==> config.mk <==
export PLATFORM = sky130hd
export DESIGN_NAME = joypad_port
export DESIGN_NICKNAME = d
export VERILOG_FILES = /design/src/rtl/nes_mem_pkg.sv /design/src/rtl/joypad_port.sv
export SDC_FILE = /design/constraint.sdc
export NUM_CORES = 1
export LEC_CHECK = 0
export BUFFER_PORTS_ARGS = -buffer_cell sky130_fd_sc_hd__buf_2
export CAP_MARGIN = 10
export CORE_AREA = 5 5 42 44
export CTS_CLUSTER_SIZE = 30
export DETAILED_ROUTE_END_ITERATION = 12
export DIE_AREA = 0 0 47 49
export SLEW_MARGIN = 20
export SYNTH_ARGS = -nofsm -noshare
export SYNTH_HDL_FRONTEND = slang
export SYNTH_SLANG_ARGS = --single-unit
==> constraint.sdc <==
create_clock -name clk -period 1.6 [get_ports clk]
set_clock_uncertainty 0.15 [all_clocks]
set_input_delay 0.32 -clock clk [delete_from_list [all_inputs] [get_ports clk]]
set_output_delay 0.32 -clock clk [all_outputs]
set_load 0.05 [all_outputs]
==> src/rtl/nes_mem_pkg.sv <==
// Shared address map, memory sizes and DMA state type for the NES memory controller blocks
`default_nettype none

package nes_mem_pkg;

	// CPU bus widths
	localparam int addr_w = 16;
	localparam int data_w = 8;

	// Memory depths
	localparam int wram_words  = 2048;
	localparam int vram_words  = 2048;
	localparam int spram_words = 256;

	// Index widths derived from the depths
	localparam int wram_aw  = $clog2(wram_words);
	localparam int vram_aw  = $clog2(vram_words);
	localparam int spram_aw = $clog2(spram_words);

	// PPU register window, repeats every 8 bytes through 0x3FFF
	localparam logic [addr_w-1:0] ppu_ctrl1_addr      = 16'h2000;
	localparam logic [addr_w-1:0] ppu_ctrl2_addr      = 16'h2001;
	localparam logic [addr_w-1:0] ppu_status_addr     = 16'h2002;
	localparam logic [addr_w-1:0] oam_addr_addr       = 16'h2003;
	localparam logic [addr_w-1:0] oam_data_addr       = 16'h2004;
	localparam logic [addr_w-1:0] ppu_scroll_addr_reg = 16'h2005;
	localparam logic [addr_w-1:0] ppu_addr_addr       = 16'h2006;
	localparam logic [addr_w-1:0] ppu_data_addr       = 16'h2007;

	// I/O registers
	localparam logic [addr_w-1:0] oam_dma_addr = 16'h4014;
	localparam logic [addr_w-1:0] joy1_addr    = 16'h4016;
	localparam logic [addr_w-1:0] joy2_addr    = 16'h4017;

	// OAM DMA sequencer states
	typedef enum logic [1:0] {
		dma_idle,
		dma_read,
		dma_write
	} dma_state_e;

endpackage

`default_nettype wire
==> src/rtl/joypad_port.sv <==
// Serial joypad port with latch strobe and shift-out on read; one instance per controller
`timescale 1ns/10ps
`default_nettype none

module joypad_port (
	input  wire                            clk,
	input  wire                            rst_n,
	input  wire  [nes_mem_pkg::data_w-1:0] buttons,
	input  wire                            strobe_write,
	input  wire                            latch,
	input  wire                            read,
	output logic                           serial_bit
);

	logic [nes_mem_pkg::data_w-1:0] shift_reg;
	logic                           latched;

	// Latch level follows each strobe write
	always_ff @(posedge clk or negedge rst_n) begin
		if (!rst_n)
			latched <= 1'b0;
		else if (strobe_write)
			latched <= latch;
	end

	always_ff @(posedge clk or negedge rst_n) begin
		if (!rst_n) begin
			shift_reg <= '0;
		end else if (latched) begin
			// Keep tracking the buttons while latched
			shift_reg <= buttons;
		end else if (read) begin
			// Shift toward bit 0, ones fill in behind
			shift_reg <= {1'b1, shift_reg[nes_mem_pkg::data_w-1:1]};
		end
	end

	// While latched, reads keep seeing the first button
	assign serial_bit = latched ? buttons[0] : shift_reg[0];

endmodule

`default_nettype wire

# After elaboration in Yosys (flattened, before gate mapping)

Cells that the tools add are included.

Bits in registers: 9
Latch bits: 0
Bits in writable memories: 0
Bits in read-only memories: 0
Bits of input ports: 13
Output and inout bits: 1
Logic and storage cells: 6
Memories: 0

Add/sub/neg operators: 0
$mul: 0
Divide/modulo/power cells: 0
$lt $le $gt $ge: 0
Eq/ne operators: 0
Shifts and indexed selects: 0
Muxes and demuxes: 3
Bitwise gates (word level): 0
Reductions and logical operators: 1

Operators with widths:

| cell               | number |
|---|---|
| 8-bit two-way mux  | 2 |
| 2-bit nonzero test | 1 |
| 1-bit two-way mux  | 1 |

# Depth between registers and ports, before layout

Word-level depth: 2
Mapped depth: 4
Gate-level depth less buffers: 2

# Worst setup path after synthesis

No wires, ideal clock.

Path type: register to output
From: register latched
To: output serial_bit
Arrival: 1.328 ns
Data required time: 1.130 ns
Setup slack: -0.198 ns
Stages on the path, launching flop included: 4
Cells stage by stage: dfrtp_1 -> buf_6 -> buf_6 -> o21ai_1

Cells in the longest elaborated chain, start to end: 1

RTL lines:

| item                   | RTL line          | text |
|---|---|---|
| start, declared        | joypad_port.sv:16 | `logic latched;` |
| start signal, assigned | joypad_port.sv:23 | `latched <= latch;` |
| 1-bit two-way mux      | joypad_port.sv:39 | `assign serial_bit = latched ? buttons[0] : shift_reg[0];` |
| end, declared          | joypad_port.sv:12 | `output logic serial_bit` |

Every way passes these cells.

# Final worst setup path

Ends and elaborated chain as after synthesis.

==> results.md <==
* Outcome: finished clean
* Share of post-route cells with drive strength above 1 at 0.3636
* Startpoint types: flip-flop
* Fmax achieved at 658.5 MHz
* Post-Synthesis Cells at 39
* DIE AREA at 2303 µm²
* Leakage power figure at 0.0002666 µW
* Hold/Removal Path Class: in -> reg
* Die Wd at 47 µm
* Clock slew at reported path FFs at 0.06 ns
* Int Power at 408.2 µW
* DRT met1 WL at 306 µm
* VDD IR max at 0.5317 mV
* Clock Latency Late Sink at 0.25 ns
* Post-layout nets at 69
* Antenna Cells at 0
* DR WL/cell at 10.49 µm
* Highest Signal Layer: met3
* Final min period at 1.519 ns
* IO buf count at 13
* Clock tree buffer depth at 2
* H-tree depth at 1
* Final Hold Fails at 0
* 1st-pass router iterations at 2
* Vias/cell at 4.268
* DR WL met2 at 390 µm
* Largest net degree at the start of global routing at 17
* Global route total overflow at 0
* DP Worst Slack at 0.3402 ns
* Ys Warns at 0
* Max-slew violations at 0
* Initial Util at 0.3045
* Combinational power share at 0.200
* CP required at 1.13 ns
* Placer congestion estimate at 0.6428
* Via count at 303
* First-pass GRT wire length at 1235 µm
* Core Region at 1401 µm²
* Total GRT Usage at 0.07692
* Crit-path max FO at 3
* Synthesis-stage register bit count at 9
* Post-DP HPWL at 567.3 µm
* Initial DRC count at 2
* Initial antenna violation count at 0
* Crit. End Element: primary output
* Clock sinks at 9
* Clock buffer count from CTS at 3
* RSZ-0062 raised after global routing: false
* WHS at 0.1227 ns
* Register area share after synthesis at 0.5279
* Max cap viols at 0
* Mapped Area at 426.7 µm²
* Setup violations, final at 0
* Antenna-violating nets left at 0
* Met3 Routed Length at 48 µm
* Post-CTS Repair Setup Buffers at 0
* Switch Pwr at 155.8 µW
* Vias in the first global route at 317
* Switch share at 0.2763
* Detailed-route wire length at 745 µm
* # DRC at 0
* Rel. slew slack at 0.8359
* Rows at 14
* Post-route setup slack at 0.08142 ns
* Clock Power Share at 0.303
* Total power at 564.1 µW
* Ports at 14
* Share of power burned in registers at 0.497
* Fin crit share at 0.9491
* Synth Area per Inst at 10.94 µm²
* P per Cell Area at 1073 nW/µm²
* Critical path type: reg -> out
* CTS tree: yes
* Die Ht at 49 µm
* Setup_tns at 0 ns
* Worst Max-Slew Pin Slew at 0.2478 ns
* Syn Nets at 52
* Max reg flops at 8
* Area delta synth->final at 23.17%
* Synth unique cells at 10
* Crit path DAT at 1.05 ns
* Root buffer cell: clkbuf_4
-- synthesized netlist by cell type (all sizes together) --
cell / instances / area share
dfrtp: 9 / 0.53
o21ai: 9 / 0.11
nand2: 8 / 0.070
mux2i: 7 / 0.16
buf: 3 / 0.079
inv: 1 / 0.0088
mux2: 1 / 0.026
nor2: 1 / 0.0088
-- layout make-up --
| cell class | count | area, µm² |
|---|---|---|
| Clock buffer | 4 | 26.28 |
| Fill cell | 156 | 875.8 |
| Inverter | 1 | 3.754 |
| Multi-Input combinational cell | 26 | 167.7 |
| Sequential cell | 9 | 225.2 |
| Tap cell | 16 | 20.02 |
| Timing Repair Buffer | 15 | 82.58 |
-- routing by layer --
| metal | vias to the layer above | global-route usage |
|---|---|---|
| met4 | 0 | 0.04147 |
| met5 | - | 0 |
| met3 | 0 | 0.03690 |
| met1 | 135 | 0.09112 |
| met2 | 6 | 0.1109 |
| li1 | 162 | - |
-- worst max-delay path: stages (launching register included) --
cell	delay (ns)
dfrtp_1	0.40
o21ai_2	0.13
buf_2	0.27
-- logic make-up (layout without fill, tap and decap cells) --
kind of cell | Yosys count | count (layout) | share of synthesized area
buffers and inverters | 4 | 20 | 0.08796
AO/OA/AOI/OAI | 9 | 9 | 0.1144
AND/OR/NAND/NOR | 9 | 9 | 0.07917
flip-flops | 9 | 9 | 0.5279
multiplexers | 8 | 8 | 0.1906
-- cells in the final DEF, fill, tap and decap left out --
cell type	synthesis	layout
mux2_2	1	1
dfrtp_1	9	9
clkbuf_4	0	3
nand2_1	8	8
o21ai_2	1	2
clkbuf_1	0	1
inv_1	1	1
buf_4	0	1
buf_2	0	13
o21ai_1	7	6
mux2i_1	7	7
dlygate4sd3_1	0	1
o21ai_0	1	1
nor2_1	1	1
-- path summary, 6_finish.rpt --
kind	from	cells past startpoint	endpoint	slack [ns]
worst max-delay path	latched	2	serial_bit	0.08
worst max register to register	latched	2	latched	0.47
max in group asynchronous	rst_n	2	shift_reg[3]	0.83
worst min-delay path	buttons[7]	3	shift_reg[7]	0.12
min in group asynchronous	rst_n	2	latched	0.29
worst min register to register	shift_reg[1]	2	shift_reg[0]	0.40
-- stage by stage --
step	utilization	instances	area, µm²
detailed placement	0.3491	66	489.2
CTS	0.3750	71	525.5
global route	0.3750	71	525.5
global placement	0.3491	66	489.2
finish	0.3750	71	525.5
floorplan	-	39	430.4
-- power by group through the flow --
stage                     logic, µW  registers [µW]  clock network [µW]
after global placement          110             284                   0
after CTS                       116             280                 179
final                           113             280                 171
after detailed placement        113             284                   0
after global routing            124             286                 197
after floorplan                92.4             279                   0
-- what timing repair did --
action                                 in CTS  in global routing
resized for setup                           0                  0
hold buffers                                1                  0
endpoints found under the hold margin       9                  0
Note: power is estimated with default switching activity, not from simulation.
