### config.mk
export PLATFORM = sky130hd
export DESIGN_NAME = oam_dma
export DESIGN_NICKNAME = d
export VERILOG_FILES = /design/src/rtl/nes_mem_pkg.sv /design/src/rtl/oam_dma.sv
export SDC_FILE = /design/constraint.sdc
export NUM_CORES = 1
export LEC_CHECK = 0
export ABC_AREA = 1
export ABC_CLOCK_PERIOD_IN_PS = 1600
export BUFFER_PORTS_ARGS = -buffer_cell sky130_fd_sc_hd__buf_2
export CAP_MARGIN = 40
export CORE_MARGIN = 10
export CORE_UTILIZATION = 44
export DETAILED_ROUTE_END_ITERATION = 12
export HOLD_SLACK_MARGIN = 0.03
export PLACE_DENSITY = 0.79
export SYNTH_ARGS = -nofsm -noshare
export SYNTH_HDL_FRONTEND = slang
export SYNTH_SLANG_ARGS = --single-unit
### constraint.sdc
create_clock -name clk -period 1.6 [get_ports clk]
set_input_delay 0.32 -clock clk [delete_from_list [all_inputs] [get_ports clk]]
set_output_delay 0.32 -clock clk [all_outputs]
set_load 0.02 [all_outputs]
### src/rtl/nes_mem_pkg.sv
// Shared address map, memory sizes and DMA state type for the NES memory controller blocks
`default_nettype none

package nes_mem_pkg;

	// CPU bus widths
	localparam int addr_w = 16;
	localparam int data_w = 8;

	// Memory depths
	localparam int wram_words  = 2048;
	localparam int vram_words  = 2048;
	localparam int spram_words = 256;

	// Index widths derived from the depths
	localparam int wram_aw  = $clog2(wram_words);
	localparam int vram_aw  = $clog2(vram_words);
	localparam int spram_aw = $clog2(spram_words);

	// PPU register window, repeats every 8 bytes through 0x3FFF
	localparam logic [addr_w-1:0] ppu_ctrl1_addr      = 16'h2000;
	localparam logic [addr_w-1:0] ppu_ctrl2_addr      = 16'h2001;
	localparam logic [addr_w-1:0] ppu_status_addr     = 16'h2002;
	localparam logic [addr_w-1:0] oam_addr_addr       = 16'h2003;
	localparam logic [addr_w-1:0] oam_data_addr       = 16'h2004;
	localparam logic [addr_w-1:0] ppu_scroll_addr_reg = 16'h2005;
	localparam logic [addr_w-1:0] ppu_addr_addr       = 16'h2006;
	localparam logic [addr_w-1:0] ppu_data_addr       = 16'h2007;

	// I/O registers
	localparam logic [addr_w-1:0] oam_dma_addr = 16'h4014;
	localparam logic [addr_w-1:0] joy1_addr    = 16'h4016;
	localparam logic [addr_w-1:0] joy2_addr    = 16'h4017;

	// OAM DMA sequencer states
	typedef enum logic [1:0] {
		dma_idle,
		dma_read,
		dma_write
	} dma_state_e;

endpackage

`default_nettype wire
### src/rtl/oam_dma.sv
// OAM DMA engine copying one 256-byte CPU page into sprite RAM after a write to 0x4014
`timescale 1ns/10ps
`default_nettype none

module oam_dma (
	input  wire                            clk,
	input  wire                            rst_n,
	input  wire  [nes_mem_pkg::addr_w-1:0] cpu_addr,
	input  wire  [nes_mem_pkg::data_w-1:0] cpu_data_in,
	input  wire                            cpu_write_en,
	input  wire  [nes_mem_pkg::data_w-1:0] dma_data_in,
	output logic [nes_mem_pkg::addr_w-1:0] dma_addr,
	output logic [nes_mem_pkg::data_w-1:0] dma_data_out,
	output logic                           dma_write_en,
	output logic                           dma_read_en,
	output logic                           busy
);

	nes_mem_pkg::dma_state_e        state;
	logic [nes_mem_pkg::data_w-1:0] page;
	logic [7:0]                     byte_cnt;
	logic                           trigger;

	// Trigger only from idle, repeats during a transfer are dropped
	assign trigger = cpu_write_en && cpu_addr == nes_mem_pkg::oam_dma_addr;

	always_ff @(posedge clk or negedge rst_n) begin
		if (!rst_n) begin
			state    <= nes_mem_pkg::dma_idle;
			page     <= '0;
			byte_cnt <= '0;
		end else begin
			case (state)
				nes_mem_pkg::dma_idle: begin
					if (trigger) begin
						page     <= cpu_data_in;
						byte_cnt <= '0;
						state    <= nes_mem_pkg::dma_read;
					end
				end
				nes_mem_pkg::dma_read: begin
					state <= nes_mem_pkg::dma_write;
				end
				nes_mem_pkg::dma_write: begin
					byte_cnt <= byte_cnt + 8'd1;
					// Last byte of the page
					if (byte_cnt == 8'hff)
						state <= nes_mem_pkg::dma_idle;
					else
						state <= nes_mem_pkg::dma_read;
				end
				default: begin
					state <= nes_mem_pkg::dma_idle;
				end
			endcase
		end
	end

	assign busy         = state != nes_mem_pkg::dma_idle;
	assign dma_read_en  = state == nes_mem_pkg::dma_read;
	assign dma_write_en = state == nes_mem_pkg::dma_write;

	// Source byte on read cycles, OAM data port on write cycles
	assign dma_addr = dma_write_en ? nes_mem_pkg::oam_data_addr : {page, byte_cnt};

	// Registered read data from the decoder is valid during the write cycle
	assign dma_data_out = dma_write_en ? dma_data_in : '0;

endmodule

`default_nettype wire

* After elaboration in Yosys (flattened, before gate mapping)
Index checks and enable logic that the tools add are counted. Widths: inputs -> output; s select.
Word-level totals: bits in registers 18, input port bits 35, output and inout bits 27, logic and storage cells 22
Operators by class: add/sub/neg operators 1, eq/ne operators 5, muxes and demuxes 7, reductions and logical operators 6
Operators with widths (count):
- $eq 16x15->1 const B | 1
- $mux 16 | 1
- $mux 8 | 2
- $pmux 8 s2 | 1
- $add 8x1->8 const B | 1
- $eq 8x8->1 const B | 1
- $pmux 2 s3 | 1
- $reduce_and 2->1 | 2
- $reduce_bool 2->1 | 2
- $eq 2x1->1 const B | 1
- $eq 2x2->1 const B | 1
- $logic_not 2->1 | 1
- $mux 2 | 1
- $ne 2x2->1 const B | 1
- $logic_and 1x1->1 | 1
- $mux 1 | 1

* Depth between registers and ports, before layout
word-level depth 4, depth in mapped cells 7

* Worst setup path after synthesis
No wires, ideal clock.
kind register to output, start point register state[1], end point output dma_addr[10] (netlist bit), data arrival time 1.054 ns, data required time 1.280 ns, slack 0.226 ns, cell stages (with the launch flop) 5, path through dfrtp_1 -> nand2_2 -> inv_2 -> buf_2 -> nor2_1
On the way: longest elaborated chain between the ends 2
RTL lines:
- start: declaration | RTL line oam_dma.sv:19 | nes_mem_pkg::dma_state_e state;
- start signal: assignment | RTL line oam_dma.sv:29 | state <= nes_mem_pkg::dma_idle;
- start signal: assignment | RTL line oam_dma.sv:38 | state <= nes_mem_pkg::dma_read;
- start signal: assignment | RTL line oam_dma.sv:42 | state <= nes_mem_pkg::dma_write;
- $eq 2x2->1 | RTL line oam_dma.sv:61 | assign dma_write_en = state == nes_mem_pkg::dma_write;
- via dma_write_en | RTL line oam_dma.sv:14 | output logic dma_write_en,
- $mux 16 | RTL line oam_dma.sv:64 | assign dma_addr = dma_write_en ? nes_mem_pkg::oam_data_addr : {page, byte_cnt};
- end: declaration | RTL line oam_dma.sv:12 | output logic [nes_mem_pkg::addr_w-1:0] dma_addr,
The timed path passes the listed nets, and every way through them passes these cells.

* Worst setup path after layout
start point register state[1], end point output dma_addr[13] (netlist bit)
On the way: longest elaborated chain between the ends 2
RTL lines (RTL line):
- $eq 2x2->1 | oam_dma.sv:61
- $mux 16 | oam_dma.sv:64
Every way passes these cells.

==> results.toml <==
[timing]
finalSetupTns_ps = -7.14
fin_skew_ps = 3.20
post-route-period-util_pct = 100
drv_slew = 0
rsz0062_at_grt = "yes"
layout_setup_ws_ps = -7.14
whs_ps = 283
period_minus_slack_ps = 1610
setup_viol = 1
worst_pin_slew_ps = 412
max_freq_ghz = 0.622
final_hold_viol_count = 0
slew_headroom_pct = 72.5

[finish]
final_cell_count_no_fill = 261
syn_to_final_growth_pct = 43.0
fill_cells = 234
n_antenna_cell = 0
nNetsFinal = 269
final_layout_size_suffix_gt1_share_pct = 34.6
utilization_pct = 65.5

[clocking]
cts_tree = "yes"
cts.path.max_buffers = 2
clk_pin_slew_ps = 100
clk_latency_ps = 280
clock_sinks = 18
htreeDepth = 1
root_buffer = "clkbuf_4"
cts_buffers = 3

[logic_synthesis]
synth_edf_count = 0
synth.net_count = 200
async_flop_share_pct = 100
yosysSeqAreaShare_pct = 39.7
ys_types = 22
synthFlopType = "dfrtp_1"
synth_commonest_cells = "39 x nand2_1, 38 x nor2_1, 25 x inv_1"
synthMostInstantiatedCell = "nand2_1"
synth_warnings = 0
synth_area_leaders = "dfrtp_1 40%, nand2_1 13%, nor2_1 13%"
netlist_area_sq_um = 1130
syn_inst = 164
synth_seq_cells = 18
synth_top_area_cell = "dfrtp_1"
synth.top_cell.area_share_pct = 39.7
avgSynthCellArea_sq_um = 6.92

[placed_design]
place.gp.congestion = 0.738
dp.cells = 254
io_buffers = 61
dp_hpwl_microns = 2510

[setup_path]
crit_type = "flip-flop to output pin"
worstSetupEndpointType = "output pin"
startpoint_type = "flip-flop"
r2r_setup_slack_ps = 230
path_max_fanout = 21
required_ps = 1280
critPathArrivalTime_ps = 1290

[global_routing]
overflow = 0
grt_pass1_wl_microns = 4880
grt_max_degree = 22
grt_pass1_vias = 1169
antenna_found_initial = 0
grt_usage_pct = 11.2

[power_and_ir_drop]
power_mw = 0.750
power_per_cell_area_nw_per_um2 = 462
p_leak_nw = 0.971
peakVddDrop_mv = 0.341

[route]
via_per_inst = 4.66
wl_microns = 3110
dr.pass1.iters = 4
wire_per_inst_microns = 11.9
drc_errors = 0
drt_iter0_markers = 63
vias = 1216
ant_nets = 0

[floorplan]
io_pins = 62
die_area_sq_um = 5010
die_w_microns = 70.8
die_h_microns = 70.8
core.rowCount = 18
initial_core_util_pct = 45.8
core_sq_um = 2480

[status]
violations = "setup timing"
status = "finished with violations"

[job]
drv_cap = 0

[hold_path]
min_path_type = "input port to flip-flop"
[cell type report]
class / instances / area, sq um / share of cell area, %
Clock buffer: 3 / 22.5 / 1.39
Inverter: 28 / 113 / 6.94
Multi-Input combinational cell: 114 / 581 / 35.8
Sequential cell: 18 / 450 / 27.8
Tap cell: 30 / 37.5 / 2.31
Timing Repair Buffer: 68 / 419 / 25.8
[cell families (layout without fill, tap and decap cells)]
logic type                 Yosys count  after routing  share of synthesized area, %
xor gates and xnor gates             1              1                         0.772
and+or+nand+nor                    103            103                          43.3
DFF                                 18             18                          39.7
buffers and inverters               32             99                          10.9
adders and majority gates            1              1                          1.10
AOI/OAI and AO/OA                    9              9                          4.19
[stage by stage]
stage / setup WS [ps] / cell area, sq um
finish: -7.14 / 1620
detailed placement: 228 / 1480
global route: -83.8 / 1620
global placement: 246 / 1480
floorplan: 226 / 1130
CTS: -33.8 / 1530
[flip-flops by register name (all words and copies together), names as in the netlist]
signal / flops
byte_cnt: 8
page: 8
state: 2
[cells in the final DEF, fill, tap and decap left out, drive strengths merged]
master / synthesis / layout
a21oi: 2 / 2
and2: 1 / 1
buf: 4 / 67
clkbuf: 0 / 3
dfrtp: 18 / 18
dlygate4sd3: 0 / 1
ha: 1 / 1
inv: 28 / 28
nand2: 40 / 40
nand3: 9 / 9
nand4: 10 / 10
nor2: 39 / 39
nor3: 1 / 1
o21a: 1 / 1
o21ai: 6 / 6
or2: 3 / 3
xor2: 1 / 1
[power breakdown]
part / internal (mW) / switching (mW)
clock network: 0.0873 / 0.132
logic: 0.0385 / 0.0378
registers: 0.455 / 0.000215
total: 0.581 / 0.170
[repair_timing]
action / CTS / global route
setup buffers: 0 / 3
endpoints found under the hold margin: 18 / 0
hold buffers: 1 / 0
setup endpoints to repair: 18 / 26
resized for setup: 6 / 23
pin swaps: 0 / 1
[worst max-delay path, cell delays in order (launching register included)]
cell and delay (ps):
dfrtp_1 440, nand2_4 120, inv_8 70, or2_1 210, buf_4 160
[path summary, 6_finish.rpt]
kind                                      from      endpoint  cells past startpoint
worst max register to register     byte_cnt[1]      state[0]                      5
max in group asynchronous                rst_n       page[3]                      2
worst max-delay path                  state[1]  dma_addr[13]                      4
worst min-delay path            cpu_data_in[1]       page[1]                      3
min in group asynchronous                rst_n   byte_cnt[5]                      2
worst min register to register         page[2]       page[2]                      2
[routing by layer]
metal | global-route usage (%) | share of wire [%]
met5 | 0 | 0
met4 | 3.87 | 0.87
met3 | 3.77 | 8.3
met2 | 19.6 | 48
met1 | 12.4 | 43
Note: power is estimated with default switching activity, not from simulation.
